[src/hw/cry_isa_pkg.sv]
`default_nettype none

package cry_isa_pkg;

    typedef enum logic [3:0] {
        op_sha_sum0 = 4'd0,
        op_sha_sum1 = 4'd1,
        op_sha_sig0 = 4'd2,
        op_sha_sig1 = 4'd3,
        op_ror      = 4'd4,
        op_rol      = 4'd5,
        op_aes_esi  = 4'd6,
        op_aes_esmi = 4'd7
    } cry_op_t;

    typedef enum logic [2:0] {
        alu_sum0 = 3'd0,
        alu_sum1 = 3'd1,
        alu_sig0 = 3'd2,
        alu_sig1 = 3'd3,
        alu_ror  = 3'd4,
        alu_rol  = 3'd5,
        alu_none = 3'd7
    } alu_sel_t;

    typedef enum logic {
        aes_mode_esi  = 1'b0,
        aes_mode_esmi = 1'b1
    } aes_mode_t;

    // multiply by x, reduced by x^8 + x^4 + x^3 + x + 1
    function automatic logic [7:0] gf_xtime(input logic [7:0] a);
        return {a[6:0], 1'b0} ^ (a[7] ? 8'h1b : 8'h00);
    endfunction

    function automatic logic [7:0] gf_mul(input logic [7:0] a, input logic [7:0] b);
        logic [7:0] p;
        logic [7:0] aa;
        p  = 8'h00;
        aa = a;
        for (int i = 0; i < 8; i++) begin
            if (b[i]) begin
                p = p ^ aa;
            end
            aa = gf_xtime(aa);
        end
        return p;
    endfunction

    // inverse as x^254, then the affine map
    function automatic logic [7:0] aes_sbox(input logic [7:0] x);
        logic [7:0] sq;
        logic [7:0] inv;
        sq  = x;
        inv = 8'h01;
        for (int i = 1; i < 8; i++) begin
            sq  = gf_mul(sq, sq);
            inv = gf_mul(inv, sq);
        end
        return inv ^ {inv[6:0], inv[7]} ^ {inv[5:0], inv[7:6]}
                   ^ {inv[4:0], inv[7:5]} ^ {inv[3:0], inv[7:4]} ^ 8'h63;
    endfunction

endpackage

`default_nettype wire

[src/hw/cry_cfg_pkg.sv]
`default_nettype none

package cry_cfg_pkg;

    // threads in one warp
    localparam int num_threads = 4;

    localparam int nw_bits = 2;
    localparam int nr_bits = 5;

    // data and pc width
    localparam int xlen = 32;

    // one word per thread
    typedef logic [num_threads-1:0][xlen-1:0] lane_data_t;

    typedef logic [num_threads-1:0] tmask_t;

endpackage

`default_nettype wire

[src/hw/cry_sha_rot_unit.sv]
`timescale 1ns/1ps
`default_nettype none

module cry_sha_rot_unit (
    input  cry_isa_pkg::alu_sel_t   alu_sel,
    input  wire logic               req_use_imm,
    input  wire logic [4:0]         req_imm,
    input  cry_cfg_pkg::lane_data_t rs1,
    input  cry_cfg_pkg::lane_data_t rs2,
    output cry_cfg_pkg::lane_data_t alu_result
);

    import cry_isa_pkg::*;
    import cry_cfg_pkg::*;

    function automatic logic [xlen-1:0] rot_r(input logic [xlen-1:0] a, input logic [4:0] n);
        logic [2*xlen-1:0] dbl;
        dbl = {a, a} >> n;
        return dbl[xlen-1:0];
    endfunction

    for (genvar i = 0; i < num_threads; i++) begin : g_lane
        logic [4:0]      shamt;
        logic [xlen-1:0] a;

        assign a     = rs1[i];
        assign shamt = req_use_imm ? req_imm : rs2[i][4:0];

        always_comb begin
            case (alu_sel)
                alu_sum0: alu_result[i] = rot_r(a, 5'd2) ^ rot_r(a, 5'd13) ^ rot_r(a, 5'd22);
                alu_sum1: alu_result[i] = rot_r(a, 5'd6) ^ rot_r(a, 5'd11) ^ rot_r(a, 5'd25);
                alu_sig0: alu_result[i] = rot_r(a, 5'd7) ^ rot_r(a, 5'd18) ^ (a >> 3);
                alu_sig1: alu_result[i] = rot_r(a, 5'd17) ^ rot_r(a, 5'd19) ^ (a >> 10);
                alu_ror:  alu_result[i] = rot_r(a, shamt);
                // left by n is right by 32 - n
                alu_rol:  alu_result[i] = rot_r(a, 5'd0 - shamt);
                default:  alu_result[i] = '0;
            endcase
        end
    end

endmodule

`default_nettype wire

[config.mk]
export PLATFORM = sky130hd
export DESIGN_NAME = cry_sha_rot_unit
export DESIGN_NICKNAME = d
export VERILOG_FILES = /design/src/hw/cry_isa_pkg.sv /design/src/hw/cry_cfg_pkg.sv /design/src/hw/cry_sha_rot_unit.sv
export SDC_FILE = /design/constraint.sdc
export NUM_CORES = 1
export LEC_CHECK = 0
export BUFFER_PORTS_ARGS = -buffer_cell sky130_fd_sc_hd__buf_2
export CAP_MARGIN = 20
export CORE_MARGIN = 1.5
export CORE_UTILIZATION = 54
export DETAILED_ROUTE_END_ITERATION = 8
export PLACE_DENSITY = 0.81
export REMOVE_ABC_BUFFERS = 1
export SYNTH_ARGS = -nofsm -noshare
export SYNTH_HDL_FRONTEND = slang
export SYNTH_SLANG_ARGS = --single-unit
[constraint.sdc]
create_clock -name vclk -period 4.8
set_clock_uncertainty 0.15 [all_clocks]
set_input_delay 0.96 -clock vclk [all_inputs]
set_output_delay 0.96 -clock vclk [all_outputs]
set_load 0.01 [all_outputs]
==> insert_results.sql <==
INSERT INTO impl_metrics (metric_group, metric, value, unit) VALUES
('outcome', 'status', 'complete, no violations', ''),
('place', 'placed_cells', '3143', ''),
('floorplan', 'fp.dieArea', '0.0389', 'mm²'),
('flow_run', 'max_cap_violations', '0', ''),
('synthesis', 'synth.cell_area', '0.0204', 'mm²'),
('cells_and_area', 'filler_cell_count', '3120', ''),
('setup_path', 'path_max_fanout', '6', ''),
('cells_and_area', 'flow.area_growth_from_synthesis', '16.3', '%'),
('min_path', 'hp-class', 'input port to primary output', ''),
('timing', 'min_period', '4790', 'ps'),
('floorplan', 'rows', '70', ''),
('pwr', 'total_power', '4.24', 'mW'),
('setup_path', 'setup.worst_path.class', 'input port to primary output', ''),
('timing', 'achievable-frequency', '0.209', 'GHz'),
('global_route', 'grt_pass1_wl', '130', 'mm'),
('setup_path', 'worstSetupStartpointType', 'input port', ''),
('timing', 'hold_viol_final', '0', ''),
('setup_path', 'worstSetupPathDepth', '12', ''),
('cells_and_area', 'post_layout_nonfiller_instances', '3177', ''),
('cells_and_area', 'seqCellArea', '0', 'µm²'),
('routing', 'dr.first_iter.drc_count', '3741', ''),
('pwr', 'power_per_cell_area', '179', 'mW/mm²'),
('floorplan', 'die_width', '197', 'µm'),
('setup_path', 'crit_path_cell_trace', 'buf_12 -> buf_8 -> mux2i_4 -> ha_2 -> nor4bb_2 -> buf_4 -> xor2_4 -> buf_12 -> mux4_2 -> mux2i_2 -> a221o_1 -> buf_2', ''),
('timing', 'unrepaired_setup_endpoints_after_global_routing', 'yes', ''),
('synthesis', 'postSynthCellCount', '2439', ''),
('routing', 'post_drt_wl_per_cell', '27.7', 'µm'),
('cells_and_area', 'nets', '2929', ''),
('timing', 'setup_viol_count_final', '0', ''),
('synthesis', 'yosysUniqueCellTypes', '62', ''),
('pwr', 'power.leakage', '9.96', 'nW'),
('setup_path', 'worst_ep_required_time', '3690', 'ps'),
('setup_path', 'critical-path-slowest-cell', 'sky130_fd_sc_hd__mux4_2', ''),
('cells_and_area', 'final.clkbuf_count', '0', ''),
('global_route', 'largest_net_degree_at_the_start_of_global_routing', '61', ''),
('timing', 'worst_slew_pin_slew', '775', 'ps'),
('routing', 'pre_antenna_drt_iters', '7', ''),
('min_path', 'hold_path_depth', '5', ''),
('cells_and_area', 'multi_input_gate_area_in_the_final_layout', '0.0195', 'mm²'),
('setup_path', 'critPathMostFrequentCell', 'sky130_fd_sc_hd__buf_12', ''),
('timing', 'maxSlewHeadroom', '48.4', '%'),
('synthesis', 'sequential_share_of_the_synthesized_area', '0', '%'),
('global_route', 'vias_in_the_first_global_route', '21700', ''),
('cells_and_area', 'mostFrequentLayoutCell', 'sky130_fd_sc_hd__xor2_1', ''),
('floorplan', 'start_util', '55.3', '%'),
('routing', 'antenna_violating_nets_left', '0', ''),
('setup_path', 'critical-path-top-delay-family', 'multiplexers', ''),
('setup_path', 'cp_num_buf_inv', '5', ''),
('place', 'post-dp-hpwl', '60.7', 'mm'),
('timing', 'timing.final.max_slew_violations', '0', ''),
('setup_path', 'critPathArrivalTime', '3680', 'ps'),
('routing', 'num_vias', '22900', ''),
('timing', 'period_share', '99.9', '%'),
('global_route', 'total_grt_usage', '42.4', '%'),
('setup_path', 'worst_path_largest_cell_delay', '360', 'ps'),
('place', 'globalplace.congestion', '1.03', ''),
('setup_path', 'worst_setup_path_end_kind', 'primary output', ''),
('routing', 'postRouteWirelength', '88.1', 'mm'),
('floorplan', 'die_h', '197', 'µm'),
('floorplan', 'design.portCount', '393', ''),
('routing', 'via_per_inst', '7.19', ''),
('place', 'port_buffers', '285', ''),
('synthesis', 'synth.yosys.warnings', '0', ''),
('global_route', 'grt.overflow.total', '0', ''),
('floorplan', 'core_area', '0.0369', 'mm²'),
('cells_and_area', 'share_of_final_layout_standard_cells_stronger_than_drive_strength_1', '27.8', '%'),
('global_route', 'initial_antenna_violation_count', '16', ''),
('pwr', 'peak_ir_drop_on_the_vdd_network', '0.120', 'mV'),
('cells_and_area', 'seq_cell_count', '0', ''),
('synthesis', 'syn_avg_cell_area', '8.36', 'µm²'),
('cells_and_area', 'layout_common_cells', 'sky130_fd_sc_hd__xor2_1, sky130_fd_sc_hd__xnor2_1, sky130_fd_sc_hd__mux2i_1, sky130_fd_sc_hd__buf_2, sky130_fd_sc_hd__buf_4', ''),
('routing', 'route.detailed.drc', '0', '');
==> synthesized netlist by cell type (19+ instances only) <==
cell,instances,area share (%)
sky130_fd_sc_hd__a211o_1,35,1.5
sky130_fd_sc_hd__mux2_2,75,4.1
sky130_fd_sc_hd__a221oi_1,79,3.4
sky130_fd_sc_hd__nor3_1,19,0.47
sky130_fd_sc_hd__buf_4,28,1.0
sky130_fd_sc_hd__a221o_1,27,1.3
sky130_fd_sc_hd__clkbuf_1,97,1.8
sky130_fd_sc_hd__buf_2,39,0.96
sky130_fd_sc_hd__nand2b_1,24,0.74
sky130_fd_sc_hd__nand3_1,77,1.9
sky130_fd_sc_hd__nand2_1,93,1.7
sky130_fd_sc_hd__o21ai_0,19,0.47
sky130_fd_sc_hd__xnor2_1,422,18
sky130_fd_sc_hd__mux4_2,66,7.3
sky130_fd_sc_hd__xor2_1,430,18
sky130_fd_sc_hd__o22ai_1,158,4.8
sky130_fd_sc_hd__a22oi_1,63,2.3
sky130_fd_sc_hd__mux2i_1,352,17
sky130_fd_sc_hd__buf_1,102,1.9
==> layer usage <==
| metal | global-route usage [%] | up-vias | share of wire [%] |
|---|---|---|---|
| li1 | - | 9399 | - |
| met1 | 55.8 | 10700 | 36 |
| met2 | 64.3 | 2165 | 42 |
| met3 | 10.0 | 567 | 15 |
| met4 | 21.5 | 2 | 6.6 |
| met5 | 0 | - | 0.015 |
==> cells by family (layout without fill, tap and decap cells) <==
family | Yosys count | in the layout | share of synthesized area, %
AOI/OAI and AO/OA | 490 | 490 | 18.0
xor gates and xnor gates | 855 | 855 | 36.9
adders and majority gates | 4 | 4 | 0.245
buffers and inverters | 287 | 506 | 6.56
muxes | 520 | 520 | 31.0
other | 0 | 15 | 0
and+or+nand+nor | 283 | 283 | 7.18
==> report_power, final <==
group / internal [mW] / leakage, nW / switching (mW)
Sequential: 0 / 0 / 0
Combinational: 1.87 / 9.96 / 2.37
Clock: 0.000000575 / 0.0000940 / 0
Total: 1.87 / 9.96 / 2.37
==> worst paths after layout <==
check	startpoint	endpoint	slack, ps
setup / recovery	req_use_imm	alu_result[6]	6
hold / removal	rs1[98]	alu_result[124]	2490
==> stage by stage <==
stage	hold slack (ps)	area (µm²)	setup WS, ps	setup TNS, ps	util [%]
floorplan	2030	19100	-3110	-259850	-
global route	2520	23700	-50.0	-401	64.3
finish	2490	23700	5.79	0	64.3
detailed placement	2480	23000	-132	-3110	62.5
global placement	2450	23000	-79.1	-493	62.5
CTS	2480	23200	-28.0	-48.5	62.9
==> area by class of cell <==
type,count,area share (%)
multi-input combinational,2152,82.1
antenna,15,0.158
inverter,8,0.127
timing repair buffer,498,15.0
tap,504,2.66
==> timing repair <==
| action | 4_1_cts | 5_1_grt |
|---|---|---|
| cloned | 2 | 4 |
| endpoints found under the setup margin | 69 | 94 |
| resized for setup | 20 | 58 |
| buffers inserted | 2 | 11 |
| pin swaps | 1 | 5 |
| hold buffers | 0 | 0 |
==> tightest hold or removal path, delay by kind of cell <==
family / cells / cell delay, ps
AND/OR/NAND/NOR: 1 / 100
AO/OA/AOI/OAI: 1 / 100
XOR/XNOR: 1 / 190
buffers and inverters: 2 / 330
Power figures use the tool's default switching activity.
