## src/hw/cry_isa_pkg.sv

```systemverilog
`default_nettype none

package cry_isa_pkg;

    typedef enum logic [3:0] {
        op_sha_sum0 = 4'd0,
        op_sha_sum1 = 4'd1,
        op_sha_sig0 = 4'd2,
        op_sha_sig1 = 4'd3,
        op_ror      = 4'd4,
        op_rol      = 4'd5,
        op_aes_esi  = 4'd6,
        op_aes_esmi = 4'd7
    } cry_op_t;

    typedef enum logic [2:0] {
        alu_sum0 = 3'd0,
        alu_sum1 = 3'd1,
        alu_sig0 = 3'd2,
        alu_sig1 = 3'd3,
        alu_ror  = 3'd4,
        alu_rol  = 3'd5,
        alu_none = 3'd7
    } alu_sel_t;

    typedef enum logic {
        aes_mode_esi  = 1'b0,
        aes_mode_esmi = 1'b1
    } aes_mode_t;

    // multiply by x, reduced by x^8 + x^4 + x^3 + x + 1
    function automatic logic [7:0] gf_xtime(input logic [7:0] a);
        return {a[6:0], 1'b0} ^ (a[7] ? 8'h1b : 8'h00);
    endfunction

    function automatic logic [7:0] gf_mul(input logic [7:0] a, input logic [7:0] b);
        logic [7:0] p;
        logic [7:0] aa;
        p  = 8'h00;
        aa = a;
        for (int i = 0; i < 8; i++) begin
            if (b[i]) begin
                p = p ^ aa;
            end
            aa = gf_xtime(aa);
        end
        return p;
    endfunction

    // inverse as x^254, then the affine map
    function automatic logic [7:0] aes_sbox(input logic [7:0] x);
        logic [7:0] sq;
        logic [7:0] inv;
        sq  = x;
        inv = 8'h01;
        for (int i = 1; i < 8; i++) begin
            sq  = gf_mul(sq, sq);
            inv = gf_mul(inv, sq);
        end
        return inv ^ {inv[6:0], inv[7]} ^ {inv[5:0], inv[7:6]}
                   ^ {inv[4:0], inv[7:5]} ^ {inv[3:0], inv[7:4]} ^ 8'h63;
    endfunction

endpackage

`default_nettype wire

```

## src/hw/cry_cfg_pkg.sv

```systemverilog
`default_nettype none

package cry_cfg_pkg;

    // threads in one warp
    localparam int num_threads = 4;

    localparam int nw_bits = 2;
    localparam int nr_bits = 5;

    // data and pc width
    localparam int xlen = 32;

    // one word per thread
    typedef logic [num_threads-1:0][xlen-1:0] lane_data_t;

    typedef logic [num_threads-1:0] tmask_t;

endpackage

`default_nettype wire

```

## src/hw/cry_pipe_reg.sv

```systemverilog
`timescale 1ns/1ps
`default_nettype none

module cry_pipe_reg #(
    parameter type payload_t = logic
) (
    input  wire logic clk,
    input  wire logic rst_n,
    input  wire logic enable,
    input  wire logic valid_in,
    output logic      valid_out,
    input  payload_t  data_in,
    output payload_t  data_out
);

    always_ff @(posedge clk or negedge rst_n) begin
        if (!rst_n) begin
            valid_out <= 1'b0;
        end else if (enable) begin
            valid_out <= valid_in;
        end
    end

    // payload follows the valid bit
    always_ff @(posedge clk) begin
        if (enable) begin
            data_out <= data_in;
        end
    end

endmodule

`default_nettype wire

```

## src/hw/cry_commit_stage.sv

```systemverilog
`timescale 1ns/1ps
`default_nettype none

module cry_commit_stage (
    input  wire logic                            clk,
    input  wire logic                            rst_n,
    input  wire logic                            alu_valid,
    input  cry_isa_pkg::alu_sel_t                alu_sel,
    input  cry_cfg_pkg::lane_data_t              alu_result,
    input  wire logic [cry_cfg_pkg::nw_bits-1:0] wid,
    input  cry_cfg_pkg::tmask_t                  tmask,
    input  wire logic [cry_cfg_pkg::xlen-1:0]    pc,
    input  wire logic [cry_cfg_pkg::nr_bits-1:0] rd,
    input  wire logic                            wb,
    input  wire logic                            aes_out_valid,
    input  wire logic [cry_cfg_pkg::nw_bits-1:0] aes_wid,
    input  cry_cfg_pkg::tmask_t                  aes_tmask,
    input  wire logic [cry_cfg_pkg::xlen-1:0]    aes_pc,
    input  wire logic [cry_cfg_pkg::nr_bits-1:0] aes_rd,
    input  wire logic                            aes_wb,
    input  cry_cfg_pkg::lane_data_t              aes_result,
    output logic                                 aes_out_ready,
    output logic                                 alu_ready,
    output logic                                 commit_valid,
    output logic [cry_cfg_pkg::nw_bits-1:0]      commit_wid,
    output cry_cfg_pkg::tmask_t                  commit_tmask,
    output logic [cry_cfg_pkg::xlen-1:0]         commit_pc,
    output logic [cry_cfg_pkg::nr_bits-1:0]      commit_rd,
    output logic                                 commit_wb,
    output cry_cfg_pkg::lane_data_t              commit_data,
    input  wire logic                            commit_ready
);

    import cry_isa_pkg::*;
    import cry_cfg_pkg::*;

    typedef struct packed {
        logic [nw_bits-1:0] wid;
        tmask_t             tmask;
        logic [xlen-1:0]    pc;
        logic [nr_bits-1:0] rd;
        logic               wb;
        lane_data_t         data;
    } commit_t;

    commit_t sel, held;
    logic    enable;

    // holds while the consumer stalls
    assign enable        = !(commit_valid && !commit_ready);
    assign aes_out_ready = enable;
    assign alu_ready     = enable && !aes_out_valid;

    // aes has priority
    always_comb begin
        if (aes_out_valid) begin
            sel = '{wid: aes_wid, tmask: aes_tmask, pc: aes_pc, rd: aes_rd,
                    wb: aes_wb, data: aes_result};
        end else begin
            sel = '{wid: wid, tmask: tmask, pc: pc, rd: rd,
                    wb: wb && (alu_sel != alu_none), data: alu_result};
        end
    end

    cry_pipe_reg #(.payload_t(commit_t)) u_commit_reg (
        .clk       (clk),
        .rst_n     (rst_n),
        .enable    (enable),
        .valid_in  (aes_out_valid || alu_valid),
        .valid_out (commit_valid),
        .data_in   (sel),
        .data_out  (held)
    );

    assign commit_wid   = held.wid;
    assign commit_tmask = held.tmask;
    assign commit_pc    = held.pc;
    assign commit_rd    = held.rd;
    assign commit_wb    = held.wb;
    assign commit_data  = held.data;

endmodule

`default_nettype wire

```

## config.mk

```make
export PLATFORM = sky130hd
export DESIGN_NAME = cry_commit_stage
export DESIGN_NICKNAME = d
export VERILOG_FILES = /design/src/hw/cry_isa_pkg.sv /design/src/hw/cry_cfg_pkg.sv /design/src/hw/cry_pipe_reg.sv /design/src/hw/cry_commit_stage.sv
export SDC_FILE = /design/constraint.sdc
export NUM_CORES = 1
export LEC_CHECK = 0
export BUFFER_PORTS_ARGS = -buffer_cell sky130_fd_sc_hd__buf_2
export CAP_MARGIN = 25
export CORE_AREA = 2 2 204 206
export DETAILED_ROUTE_END_ITERATION = 6
export DIE_AREA = 0 0 206 208
export MAX_ROUTING_LAYER = met4
export PLACE_DENSITY = 0.42
export RECOVER_POWER = 25
export SYNTH_ARGS = -nofsm -noshare
export SYNTH_HDL_FRONTEND = slang
export SYNTH_SLANG_ARGS = --single-unit
```

## constraint.sdc

```tcl
create_clock -name clk -period 20.3 [get_ports clk]
set_clock_uncertainty 0.2 [all_clocks]
set_input_delay 6.09 -clock clk [delete_from_list [all_inputs] [get_ports clk]]
set_output_delay 6.09 -clock clk [all_outputs]
set_load 0.03 [all_outputs]
```

==> results_tabular.tex <==
\begin{tabular}{lr}
\hline
Metric & Value \\
\hline
\multicolumn{2}{l}{\textbf{Cells and area}} \\
Area added between synthesis and finish & 51.4\% \\
Nets@finish & 1,252 \\
Ratio of cells with drive above 1 in the final layout & 78.1\% \\
Fillcell total & 4,267 \\
\multicolumn{2}{l}{\textbf{Clocking}} \\
Post-CTS sizing & 0 \\
Clock tree sinks & 173 \\
Clock transition at the registers of the reported paths & 0.07 ns \\
CTS tree & done \\
Maximum buffer depth of the clock tree & 2 \\
Post-CTS Setup Bufs & 0 \\
Total clock buffers created by CTS & 17 \\
Clock insertion delay at the later pin of the skew report & 0.44 ns \\
Post-CTS Hold Buffers & 0 \\
Maximum level of the CTS H-tree & 4 \\
Library cell used as clock root buffer & sky130\_fd\_sc\_hd\_\_clkbuf\_16 \\
\multicolumn{2}{l}{\textbf{STA}} \\
Final period utilization & 79.3\% \\
Unrepaired setup endpoints after global routing & no \\
Setup violations, final & 0 \\
Final worst path period need & 16.09 ns \\
F\_max & 62.1 MHz \\
Total count of max-transition violations in the final report & 125 \\
Pin slew with the least headroom to its limit & 3.33 ns \\
Final hold violation count & 0 \\
Relative slew slack & -122\% \\
Total Negative Setup Slacks & 0 ns \\
\multicolumn{2}{l}{\textbf{Critical path}} \\
Critical path capture point type & output pin \\
Buffers \& Inverters on Critical Path & 3 \\
Worst Path Arrival & 9.80 ns \\
Kind of cell adding the most delay to the critical path & buffers and inverters \\
Worst path required time & 14.01 ns \\
CP Cell Sequence & buf\_2 -> nor2b\_1 -> clkinvlp\_2 -> buf\_2 \\
Worst-path maximum fanout & 64 \\
Slowest stage cell, crit path & sky130\_fd\_sc\_hd\_\_clkinvlp\_2 \\
Worst setup SP type & primary input \\
Critical path start-end classification & primary input to output pin \\
Largest incremental delay on the critical path & 2.37 ns \\
CP dominant cell by count & sky130\_fd\_sc\_hd\_\_buf\_2 \\
\multicolumn{2}{l}{\textbf{Die}} \\
Die area & 42,800 sq um \\
Cell Rows & 74 \\
Initial standard-cell utilization of the core & 18.0\% \\
Die width & 206 microns \\
Number of ports placed on the die boundary & 527 \\
Core region area & 40,600 sq um \\
Height of the chip & 208 microns \\
\multicolumn{2}{l}{\textbf{Logic synthesis}} \\
Synth top area cells & sky130\_fd\_sc\_hd\_\_edfxtp\_1, sky130\_fd\_sc\_hd\_\_mux2\_2, sky130\_fd\_sc\_hd\_\_buf\_4, sky130\_fd\_sc\_hd\_\_buf\_6, sky130\_fd\_sc\_hd\_\_mux2\_1 \\
Portion of synthesized cell area occupied by the leading cell type & 70.6\% \\
Avg Inst Size Synth & 19.8 sq um \\
Cell variety after synth & 13 \\
Synthesis warning total & 0 \\
Cell area after synthesis & 7310 sq um \\
Largest area contributor in the netlist & sky130\_fd\_sc\_hd\_\_edfxtp\_1 \\
Synthesized flop and latch total & 173 \\
Sequential-to-total area share from yosys stat & 71.0\% \\
Syn Inst Count & 370 \\
Synthesized Nets & 722 \\
\multicolumn{2}{l}{\textbf{Route}} \\
Average wire per cell in the routed design & 16.8 microns \\
Number of routed nets with antenna violations & 0 \\
DR DRC count & 0 \\
Total via count after detailed routing & 5,316 \\
Wire length after detailed routing & 24,400 microns \\
DRT iter0 DRCs & 157 \\
Post-DR vias/cell & 3.67 \\
Detailed-routing iteration count for the pre-antenna-repair pass & 4 \\
\multicolumn{2}{l}{\textbf{Power}} \\
Total Power Consumption & 0.952 mW \\
Leak Pwr & 4.73 nW \\
Worst ir drop on vdd & 0.0000573 V \\
Power Dens Cells & 86.0 nW/um\^{}2 \\
\multicolumn{2}{l}{\textbf{Global route}} \\
Number of antenna violations at the first check in global routing & 4 \\
Number of global-route vias before repair & 5,466 \\
Wire length of the first global-routing pass & 33,600 microns \\
Pin count of the biggest net entering global routing & 65 \\
Final global-route overflow total & 0 \\
Combined global-route utilization of all metal layers & 11.2\% \\
\multicolumn{2}{l}{\textbf{Outcome}} \\
Failing checks & max-capacitance violations, max-slew violations \\
Outcome & finished, violations left \\
\multicolumn{2}{l}{\textbf{Placement}} \\
Routability congestion estimate & 0.789 \\
I/O Buffers & 526 \\
Detailed placement HPWL & 18,600 microns \\
\multicolumn{2}{l}{\textbf{Run}} \\
Count of max-cap constraint violations & 2 \\
\multicolumn{2}{l}{\textbf{Hold path}} \\
Hold Path Class & flop to flop \\
\hline
\end{tabular}
[layout by cell type (no fill, tap or decap), types with 4 or more instances in the layout]
cell type / n
sky130_fd_sc_hd__buf_2: 513
sky130_fd_sc_hd__buf_4: 4
sky130_fd_sc_hd__clkbuf_1: 13
sky130_fd_sc_hd__clkbuf_16: 17
sky130_fd_sc_hd__clkinv_2: 4
sky130_fd_sc_hd__clkinvlp_4: 4
sky130_fd_sc_hd__edfxtp_1: 172
sky130_fd_sc_hd__mux2_1: 7
sky130_fd_sc_hd__mux2_2: 164
[synth_stat cells]
cell,n
sky130_fd_sc_hd__nor2b_1,2
sky130_fd_sc_hd__buf_4,12
sky130_fd_sc_hd__nor2_1,1
sky130_fd_sc_hd__or3_1,1
sky130_fd_sc_hd__buf_2,2
sky130_fd_sc_hd__inv_1,1
sky130_fd_sc_hd__mux2_1,4
sky130_fd_sc_hd__mux2_2,167
sky130_fd_sc_hd__edfxtp_1,172
sky130_fd_sc_hd__dfrtp_1,1
sky130_fd_sc_hd__a22o_1,1
sky130_fd_sc_hd__buf_6,5
sky130_fd_sc_hd__nand3_1,1
[worst reg2reg max path: stages, from the launching register on]
cell	delay (ns)
sky130_fd_sc_hd__dfrtp_1	0.38
sky130_fd_sc_hd__nor2b_1	0.25
sky130_fd_sc_hd__clkinvlp_2	2.37
sky130_fd_sc_hd__buf_4	1.33
[layout make-up]
| class | count | area [sq um] | share of cell area [%] |
|---|---|---|---|
| Tap cell | 532 | 666 | 6.01 |
| Clock buffer | 17 | 425 | 3.84 |
| Sequential cell | 173 | 5190 | 46.9 |
| Clock inverter | 15 | 170 | 1.54 |
| Multi-Input combinational cell | 177 | 1960 | 17.7 |
| Inverter | 1 | 5.00 | 0.0452 |
| Antenna cell | 3 | 7.51 | 0.0678 |
| Timing Repair Buffer | 530 | 2650 | 23.9 |
[kinds of logic after synthesis]
kind of cell	count (synthesis)	share of synthesized area (%)
and+or+nand+nor	5	0.376
muxes	171	26.3
AOI/OAI and AO/OA	1	0.120
DFF	173	71.0
buffers and inverters	20	2.19
[final timing paths]
path | from | end | slack (ns) | cells after the start
setup / recovery | commit_ready | aes_out_ready | 4.21 | 4
hold / removal | u_commit_reg.valid_out | u_commit_reg.valid_out | 0.64 | 2
setup reg to reg | u_commit_reg.valid_out | u_commit_reg.data_out[39] | 15.39 | 3
hold reg to reg | u_commit_reg.valid_out | u_commit_reg.valid_out | 0.64 | 2
max in group asynchronous | rst_n | u_commit_reg.valid_out | 14.61 | 1
min in group asynchronous | rst_n | u_commit_reg.valid_out | 5.21 | 1
[power breakdown]
| part | leakage [nW] | switching (mW) | internal (mW) | total [mW] |
|---|---|---|---|---|
| Combinational | 2.74 | 0.105 | 0.0665 | 0.171 |
| Sequential | 1.71 | 0.00662 | 0.429 | 0.436 |
| Clock | 0.283 | 0.152 | 0.193 | 0.345 |
| Total | 4.73 | 0.263 | 0.689 | 0.952 |
[per-stage QoR]
step	hold WS [ns]	cell area [sq um]	cells	utilization (%)	setup WS [ns]
after global routing	0.674	11100	1448	27.3	3.66
final	0.636	11100	1448	27.3	4.21
after CTS	0.798	11100	1445	27.3	6.84
after global placement	0.769	10500	1413	25.9	6.85
after detailed placement	0.775	10500	1413	25.9	6.85
after floorplan	0.649	7310	370	-	4.37
[sequential cells by signal, indices dropped and copies added, names as in the netlist]
name / cells
u_commit_reg.data_out: 172
u_commit_reg.valid_out: 1
[layer usage]
metal	vias up	wire length, microns	GRT usage (%)
met4	0	384	3.52
met2	310	11900	18.8
li1	2527	-	-
met5	-	0	-
met1	2459	9430	12.0
met3	20	2620	4.68
No activity file was read; power rests on OpenSTA's default activity.
