[config.mk]
export PLATFORM = sky130hd
export DESIGN_NAME = cry_aes_unit
export DESIGN_NICKNAME = d
export VERILOG_FILES = /design/src/hw/cry_isa_pkg.sv /design/src/hw/cry_cfg_pkg.sv /design/src/hw/cry_pipe_reg.sv /design/src/hw/cry_aes_unit.sv
export SDC_FILE = /design/constraint.sdc
export NUM_CORES = 2
export LEC_CHECK = 0
export BUFFER_PORTS_ARGS = -buffer_cell sky130_fd_sc_hd__buf_2
export CAP_MARGIN = 30
export CORE_UTILIZATION = 58
export DETAILED_ROUTE_END_ITERATION = 8
export GPL_TIMING_DRIVEN = 0
export PLACE_DENSITY = 0.85
export RECOVER_POWER = 100
export SYNTH_ARGS = -nofsm -noshare
export SYNTH_HDL_FRONTEND = slang
export SYNTH_SLANG_ARGS = --single-unit
[constraint.sdc]
create_clock -name clk -period 6.8 [get_ports clk]
set_input_delay 0.68 -clock clk [delete_from_list [all_inputs] [get_ports clk]]
set_output_delay 0.68 -clock clk [all_outputs]
set_load 0.05 [all_outputs]
[src/hw/cry_isa_pkg.sv]
`default_nettype none

package cry_isa_pkg;

    typedef enum logic [3:0] {
        op_sha_sum0 = 4'd0,
        op_sha_sum1 = 4'd1,
        op_sha_sig0 = 4'd2,
        op_sha_sig1 = 4'd3,
        op_ror      = 4'd4,
        op_rol      = 4'd5,
        op_aes_esi  = 4'd6,
        op_aes_esmi = 4'd7
    } cry_op_t;

    typedef enum logic [2:0] {
        alu_sum0 = 3'd0,
        alu_sum1 = 3'd1,
        alu_sig0 = 3'd2,
        alu_sig1 = 3'd3,
        alu_ror  = 3'd4,
        alu_rol  = 3'd5,
        alu_none = 3'd7
    } alu_sel_t;

    typedef enum logic {
        aes_mode_esi  = 1'b0,
        aes_mode_esmi = 1'b1
    } aes_mode_t;

    // multiply by x, reduced by x^8 + x^4 + x^3 + x + 1
    function automatic logic [7:0] gf_xtime(input logic [7:0] a);
        return {a[6:0], 1'b0} ^ (a[7] ? 8'h1b : 8'h00);
    endfunction

    function automatic logic [7:0] gf_mul(input logic [7:0] a, input logic [7:0] b);
        logic [7:0] p;
        logic [7:0] aa;
        p  = 8'h00;
        aa = a;
        for (int i = 0; i < 8; i++) begin
            if (b[i]) begin
                p = p ^ aa;
            end
            aa = gf_xtime(aa);
        end
        return p;
    endfunction

    // inverse as x^254, then the affine map
    function automatic logic [7:0] aes_sbox(input logic [7:0] x);
        logic [7:0] sq;
        logic [7:0] inv;
        sq  = x;
        inv = 8'h01;
        for (int i = 1; i < 8; i++) begin
            sq  = gf_mul(sq, sq);
            inv = gf_mul(inv, sq);
        end
        return inv ^ {inv[6:0], inv[7]} ^ {inv[5:0], inv[7:6]}
                   ^ {inv[4:0], inv[7:5]} ^ {inv[3:0], inv[7:4]} ^ 8'h63;
    endfunction

endpackage

`default_nettype wire

[src/hw/cry_cfg_pkg.sv]
`default_nettype none

package cry_cfg_pkg;

    // threads in one warp
    localparam int num_threads = 4;

    localparam int nw_bits = 2;
    localparam int nr_bits = 5;

    // data and pc width
    localparam int xlen = 32;

    // one word per thread
    typedef logic [num_threads-1:0][xlen-1:0] lane_data_t;

    typedef logic [num_threads-1:0] tmask_t;

endpackage

`default_nettype wire

[src/hw/cry_pipe_reg.sv]
`timescale 1ns/1ps
`default_nettype none

module cry_pipe_reg #(
    parameter type payload_t = logic
) (
    input  wire logic clk,
    input  wire logic rst_n,
    input  wire logic enable,
    input  wire logic valid_in,
    output logic      valid_out,
    input  payload_t  data_in,
    output payload_t  data_out
);

    always_ff @(posedge clk or negedge rst_n) begin
        if (!rst_n) begin
            valid_out <= 1'b0;
        end else if (enable) begin
            valid_out <= valid_in;
        end
    end

    // payload follows the valid bit
    always_ff @(posedge clk) begin
        if (enable) begin
            data_out <= data_in;
        end
    end

endmodule

`default_nettype wire

[src/hw/cry_aes_unit.sv]
`timescale 1ns/1ps
`default_nettype none

module cry_aes_unit (
    input  wire logic                          clk,
    input  wire logic                          rst_n,
    input  wire logic                          aes_valid,
    input  cry_isa_pkg::aes_mode_t             aes_mix,
    output logic                               aes_ready,
    input  wire logic [1:0]                    bs,
    input  cry_cfg_pkg::lane_data_t            rs1,
    input  cry_cfg_pkg::lane_data_t            rs2,
    input  wire logic [cry_cfg_pkg::nw_bits-1:0] wid,
    input  cry_cfg_pkg::tmask_t                tmask,
    input  wire logic [cry_cfg_pkg::xlen-1:0]  pc,
    input  wire logic [cry_cfg_pkg::nr_bits-1:0] rd,
    input  wire logic                          wb,
    output logic                               aes_out_valid,
    input  wire logic                          aes_out_ready,
    output logic [cry_cfg_pkg::nw_bits-1:0]    out_wid,
    output cry_cfg_pkg::tmask_t                out_tmask,
    output logic [cry_cfg_pkg::xlen-1:0]       out_pc,
    output logic [cry_cfg_pkg::nr_bits-1:0]    out_rd,
    output logic                               out_wb,
    output cry_cfg_pkg::lane_data_t            aes_result
);

    import cry_isa_pkg::*;
    import cry_cfg_pkg::*;

    typedef struct packed {
        logic [nw_bits-1:0] wid;
        tmask_t             tmask;
        logic [xlen-1:0]    pc;
        logic [nr_bits-1:0] rd;
        logic               wb;
    } meta_t;

    typedef struct packed {
        logic [num_threads-1:0][7:0] sbox;
        lane_data_t                  rs1;
        aes_mode_t                   mix;
        logic [1:0]                  bs;
        meta_t                       meta;
    } s1_t;

    typedef struct packed {
        lane_data_t result;
        meta_t      meta;
    } s2_t;

    function automatic logic [xlen-1:0] rol_bytes(input logic [xlen-1:0] w,
                                                   input logic [1:0] n);
        logic [2*xlen-1:0] dbl;
        dbl = {w, w} << {n, 3'b000};
        return dbl[2*xlen-1:xlen];
    endfunction

    s1_t  s1_in, s1_out;
    s2_t  s2_in, s2_out;
    logic s1_valid, s2_valid;
    logic s1_en, s2_en;

    // a stage moves when the one behind it is empty or draining
    assign s2_en     = !s2_valid || aes_out_ready;
    assign s1_en     = !s1_valid || s2_en;
    assign aes_ready = s1_en;

    for (genvar i = 0; i < num_threads; i++) begin : g_sub
        assign s1_in.sbox[i] = aes_sbox(rs2[i][{bs, 3'b000} +: 8]);
    end

    assign s1_in.rs1  = rs1;
    assign s1_in.mix  = aes_mix;
    assign s1_in.bs   = bs;
    assign s1_in.meta = '{wid: wid, tmask: tmask, pc: pc, rd: rd, wb: wb};

    cry_pipe_reg #(.payload_t(s1_t)) u_stage1 (
        .clk       (clk),
        .rst_n     (rst_n),
        .enable    (s1_en),
        .valid_in  (aes_valid),
        .valid_out (s1_valid),
        .data_in   (s1_in),
        .data_out  (s1_out)
    );

    for (genvar i = 0; i < num_threads; i++) begin : g_mix
        logic [7:0]      s;
        logic [7:0]      s2x;
        logic [xlen-1:0] col;

        assign s   = s1_out.sbox[i];
        assign s2x = gf_xtime(s);
        // byte 3 is 3*s in the mixed column
        assign col = (s1_out.mix == aes_mode_esmi) ? {s2x ^ s, s, s, s2x} : {24'h0, s};
        assign s2_in.result[i] = s1_out.rs1[i] ^ rol_bytes(col, s1_out.bs);
    end

    assign s2_in.meta = s1_out.meta;

    cry_pipe_reg #(.payload_t(s2_t)) u_stage2 (
        .clk       (clk),
        .rst_n     (rst_n),
        .enable    (s2_en),
        .valid_in  (s1_valid),
        .valid_out (s2_valid),
        .data_in   (s2_in),
        .data_out  (s2_out)
    );

    assign aes_out_valid = s2_valid;
    assign aes_result    = s2_out.result;
    assign out_wid       = s2_out.meta.wid;
    assign out_tmask     = s2_out.meta.tmask;
    assign out_pc        = s2_out.meta.pc;
    assign out_rd        = s2_out.meta.rd;
    assign out_wb        = s2_out.meta.wb;

endmodule

`default_nettype wire

==> flow_summary.json <==
{
  "min_period_over_period": 2.33,
  "synth-edff-count": 379,
  "violations": "design-rule violations, negative setup slack",
  "setup_viol": 32,
  "antenna_found_initial": 18,
  "fin_ws_ns": -9.03,
  "worstHoldEndpoint": "u_stage1.data_out[68]$_DFFE_PP_",
  "end_kind": "register",
  "rsz0062_at_grt": "yes",
  "synth_cell_types": 135,
  "routabilityCongestion": 1.02,
  "via_per_inst": 6.73,
  "required_ns": 7.15,
  "insertion_delay_ns": 0.59,
  "yosysWarnings": 0,
  "slowest_stage": "mux4_2",
  "drc_errors": 2,
  "grt.overflow.total": 0,
  "worst_ep_arrival_time_ns": 16.18,
  "ys_async_sr_fraction": 0.00525,
  "flow.area_growth_from_synthesis_pct": 30.6,
  "ys_seq_elements": 381,
  "path_clk_slew_ns": 0.08,
  "nFillCells": 8465,
  "final_hold_viol_count": 0,
  "cts_buffers": 31,
  "crit_path_frequent_cell": "buf_4",
  "min_from": "rs1[21]",
  "fmax_mhz": 63.2,
  "drive_gt1_frac": 0.303,
  "grt_max_degree": 62,
  "worst_pin_slew_ns": 1.10,
  "dpl_worst_slack_ns": -11.42,
  "cts_tree": "yes",
  "wl_um": 300000,
  "slowest_delay_ns": 0.55,
  "final_max_slew_viol_count": 0,
  "initial_core_util": 0.587,
  "vias": 83500,
  "final_cells": 12400,
  "post-dp-hpwl_um": 197000,
  "hold_depth": 1,
  "drt_iter0_markers": 13500,
  "r2r_end": "u_stage2.data_out[130]$_DFFE_PP_",
  "reg2reg_slack_ns": 3.11,
  "grt_pass1_vias": 74800,
  "dieHeight_um": 365,
  "fin_skew_ns": 0.0203,
  "grt_use_total": 0.393,
  "cts_root_buf": "clkbuf_16",
  "syn_area_um2": 76400,
  "timing.rr.start": "u_stage1.data_out[45]$_DFFE_PP_",
  "run_status": "finished with violations",
  "grt_pass1_wl_um": 422000,
  "fp.coreArea_um2": 130000,
  "slew_headroom": 0.261,
  "path_class": "input port to register",
  "synth-main-ff-cell": "edfxtp_1",
  "ios": 481,
  "reg2reg_depth": 6,
  "nNetsFinal": 11000,
  "layout_min_cycle_time_ns": 15.83,
  "start_kind": "input port",
  "crit_fanout": 8,
  "clock-sinks": 381,
  "die_w_um": 365,
  "synth.net_count": 9522,
  "max_cap_violations": 0,
  "rows": 132,
  "hp-class": "input port to register",
  "wl_per_cell_um": 24.2,
  "io_buffers": 480,
  "drt-pass1-iter-count": 9,
  "postSynthAreaPerCell_um2": 8.32,
  "ant_nets": 0,
  "h-tree-depth": 1,
  "clockBufferDepth": 3,
  "synth_seq_area_share": 0.150,
  "synthCells": 9187,
  "dp_cells": 11400,
  "die_area_um2": 133000
}
-- cell usage in the layout (no fill, tap or decap), types with 180 or more instances in the layout --
cell and n:
xnor2_1 1283, nor2_1 1204, buf_4 924, nand2_1 855, buf_2 523, a21oi_1 435
o21ai_0 405, edfxtp_1 379, xor2_1 371, clkbuf_1 300, xnor2_2 263, nand3_1 223
mux2i_1 221, xnor3_1 211, nor3_1 180
-- sequential cells by signal, summed over array words and instances, names as in the netlist --
signal              flops
u_stage1.data_out     207
u_stage2.data_out     172
u_stage1.valid_out      1
u_stage2.valid_out      1
-- critical path, delay by kind of cell --
kind | cells | cell delay (ns)
AO/OA/AOI/OAI | 22 | 5.05
XOR/XNOR | 11 | 2.84
adder cells (fa/ha/maj) | 3 | 0.92
buffers and inverters | 20 | 2.80
multiplexers | 1 | 0.55
AND/OR/NAND/NOR | 13 | 3.27
-- Yosys cell counts (25+ instances only) --
master | instances | area, µm²
xor3_1 | 51 | 1210
mux2i_1 | 238 | 2380
mux2_2 | 40 | 450
xnor3_2 | 27 | 642
nand2b_1 | 53 | 332
a211o_1 | 33 | 289
or3_1 | 60 | 375
a21o_1 | 26 | 195
a21oi_1 | 482 | 2410
o21a_1 | 35 | 263
o21ai_1 | 27 | 135
nand3_1 | 234 | 1170
nor4_1 | 44 | 275
xnor2_2 | 104 | 1690
xor2_1 | 489 | 4280
o221ai_1 | 34 | 298
a211oi_1 | 73 | 548
edfxtp_1 | 379 | 11400
buf_4 | 56 | 420
buf_2 | 116 | 581
o22ai_1 | 116 | 726
a31oi_1 | 88 | 551
a221oi_1 | 30 | 263
ha_1 | 28 | 350
xnor2_1 | 1583 | 13900
or2_2 | 25 | 156
nand4_1 | 30 | 188
xor2_2 | 36 | 586
nor2_1 | 1255 | 4710
a22oi_1 | 85 | 638
nor3_1 | 210 | 1050
o31ai_1 | 34 | 255
a32oi_1 | 58 | 508
o211ai_1 | 98 | 736
nand2_1 | 883 | 3310
clkbuf_1 | 416 | 1560
xnor3_1 | 344 | 7750
o21ai_0 | 447 | 2240
inv_1 | 59 | 221
mux4_2 | 34 | 766
and2_1 | 55 | 344
buf_1 | 42 | 158
nor2b_1 | 50 | 313
and3_1 | 49 | 307
-- worst max path at each step --
stage	start	end	slack, ns	cells after the start
2_1_floorplan	bs[0]	u_stage1.data_out[189]$_DFFE_PP_	-8.47	63
3_3_place_gp	bs[0]	u_stage1.data_out[177]$_DFFE_PP_	-11.33	60
3_5_place_dp	bs[0]	u_stage1.data_out[177]$_DFFE_PP_	-11.42	60
4_1_cts	bs[0]	u_stage1.data_out[189]$_DFFE_PP_	-8.76	70
5_1_grt	bs[0]	u_stage1.data_out[185]$_DFFE_PP_	-9.40	71
6_report	bs[0]	u_stage1.data_out[185]$_DFFE_PP_	-9.03	70
-- per-layer routing --
layer / routed length [µm] / GRT usage
met1: 111000 / 0.531
met2: 136000 / 0.636
met3: 36600 / 0.0721
met4: 16800 / 0.126
met5: 221 / 0
-- cell families (layout without fill, tap and decap cells) --
| family | count (synthesis) | count (layout) | share of synthesized area |
|---|---|---|---|
| buf+inv | 732 | 2203 | 0.0424 |
| other cells | 0 | 8 | 0 |
| xor+xnor | 2669 | 2669 | 0.405 |
| simple gates | 3049 | 3050 | 0.175 |
| mux | 317 | 317 | 0.0479 |
| flops | 381 | 381 | 0.150 |
| compound gates | 2010 | 2010 | 0.176 |
| fa+ha+maj | 29 | 29 | 0.00471 |
-- timing repair --
| item | in CTS | in global routing |
|---|---|---|
| pin swaps | 377 | 366 |
| resized for setup | 777 | 712 |
| gates cloned | 2 | 1 |
| endpoints found under the setup margin | 32 | 32 |
| endpoints found under the hold margin | 2 | 0 |
| setup buffers | 496 | 427 |
| hold buffers | 1 | 0 |
-- per-stage QoR --
stage	instance area (µm²)	setup TNS, ns	util	hold slack [ns]
final	99800	-269.58	0.767	0.256
after global routing	99800	-280.76	0.767	0.252
after CTS	92900	-254.50	0.714	0.250
after detailed placement	83800	-350.09	0.644	0.405
after global placement	83500	-1229.45	0.641	0.400
after floorplan	78900	-472.54	-	0.384
-- cell type report --
cell class                      count  area (µm²)  share of cell area
Clock buffer                       42         847             0.00848
Timing Repair Buffer             1431       10300               0.104
Sequential cell                   381       11400               0.114
Tap cell                         1742        2180              0.0218
Multi-Input combinational cell   8075       70800               0.709
Inverter                           84         370             0.00371
Antenna cell                        8        20.0            0.000200
Buffer                            634        3810              0.0381
Clock inverter                     12        80.1            0.000802
Power is left out: the tool's default activity adds up to more than one toggle a clock period on the data nets, which glitch-free logic cannot reach.
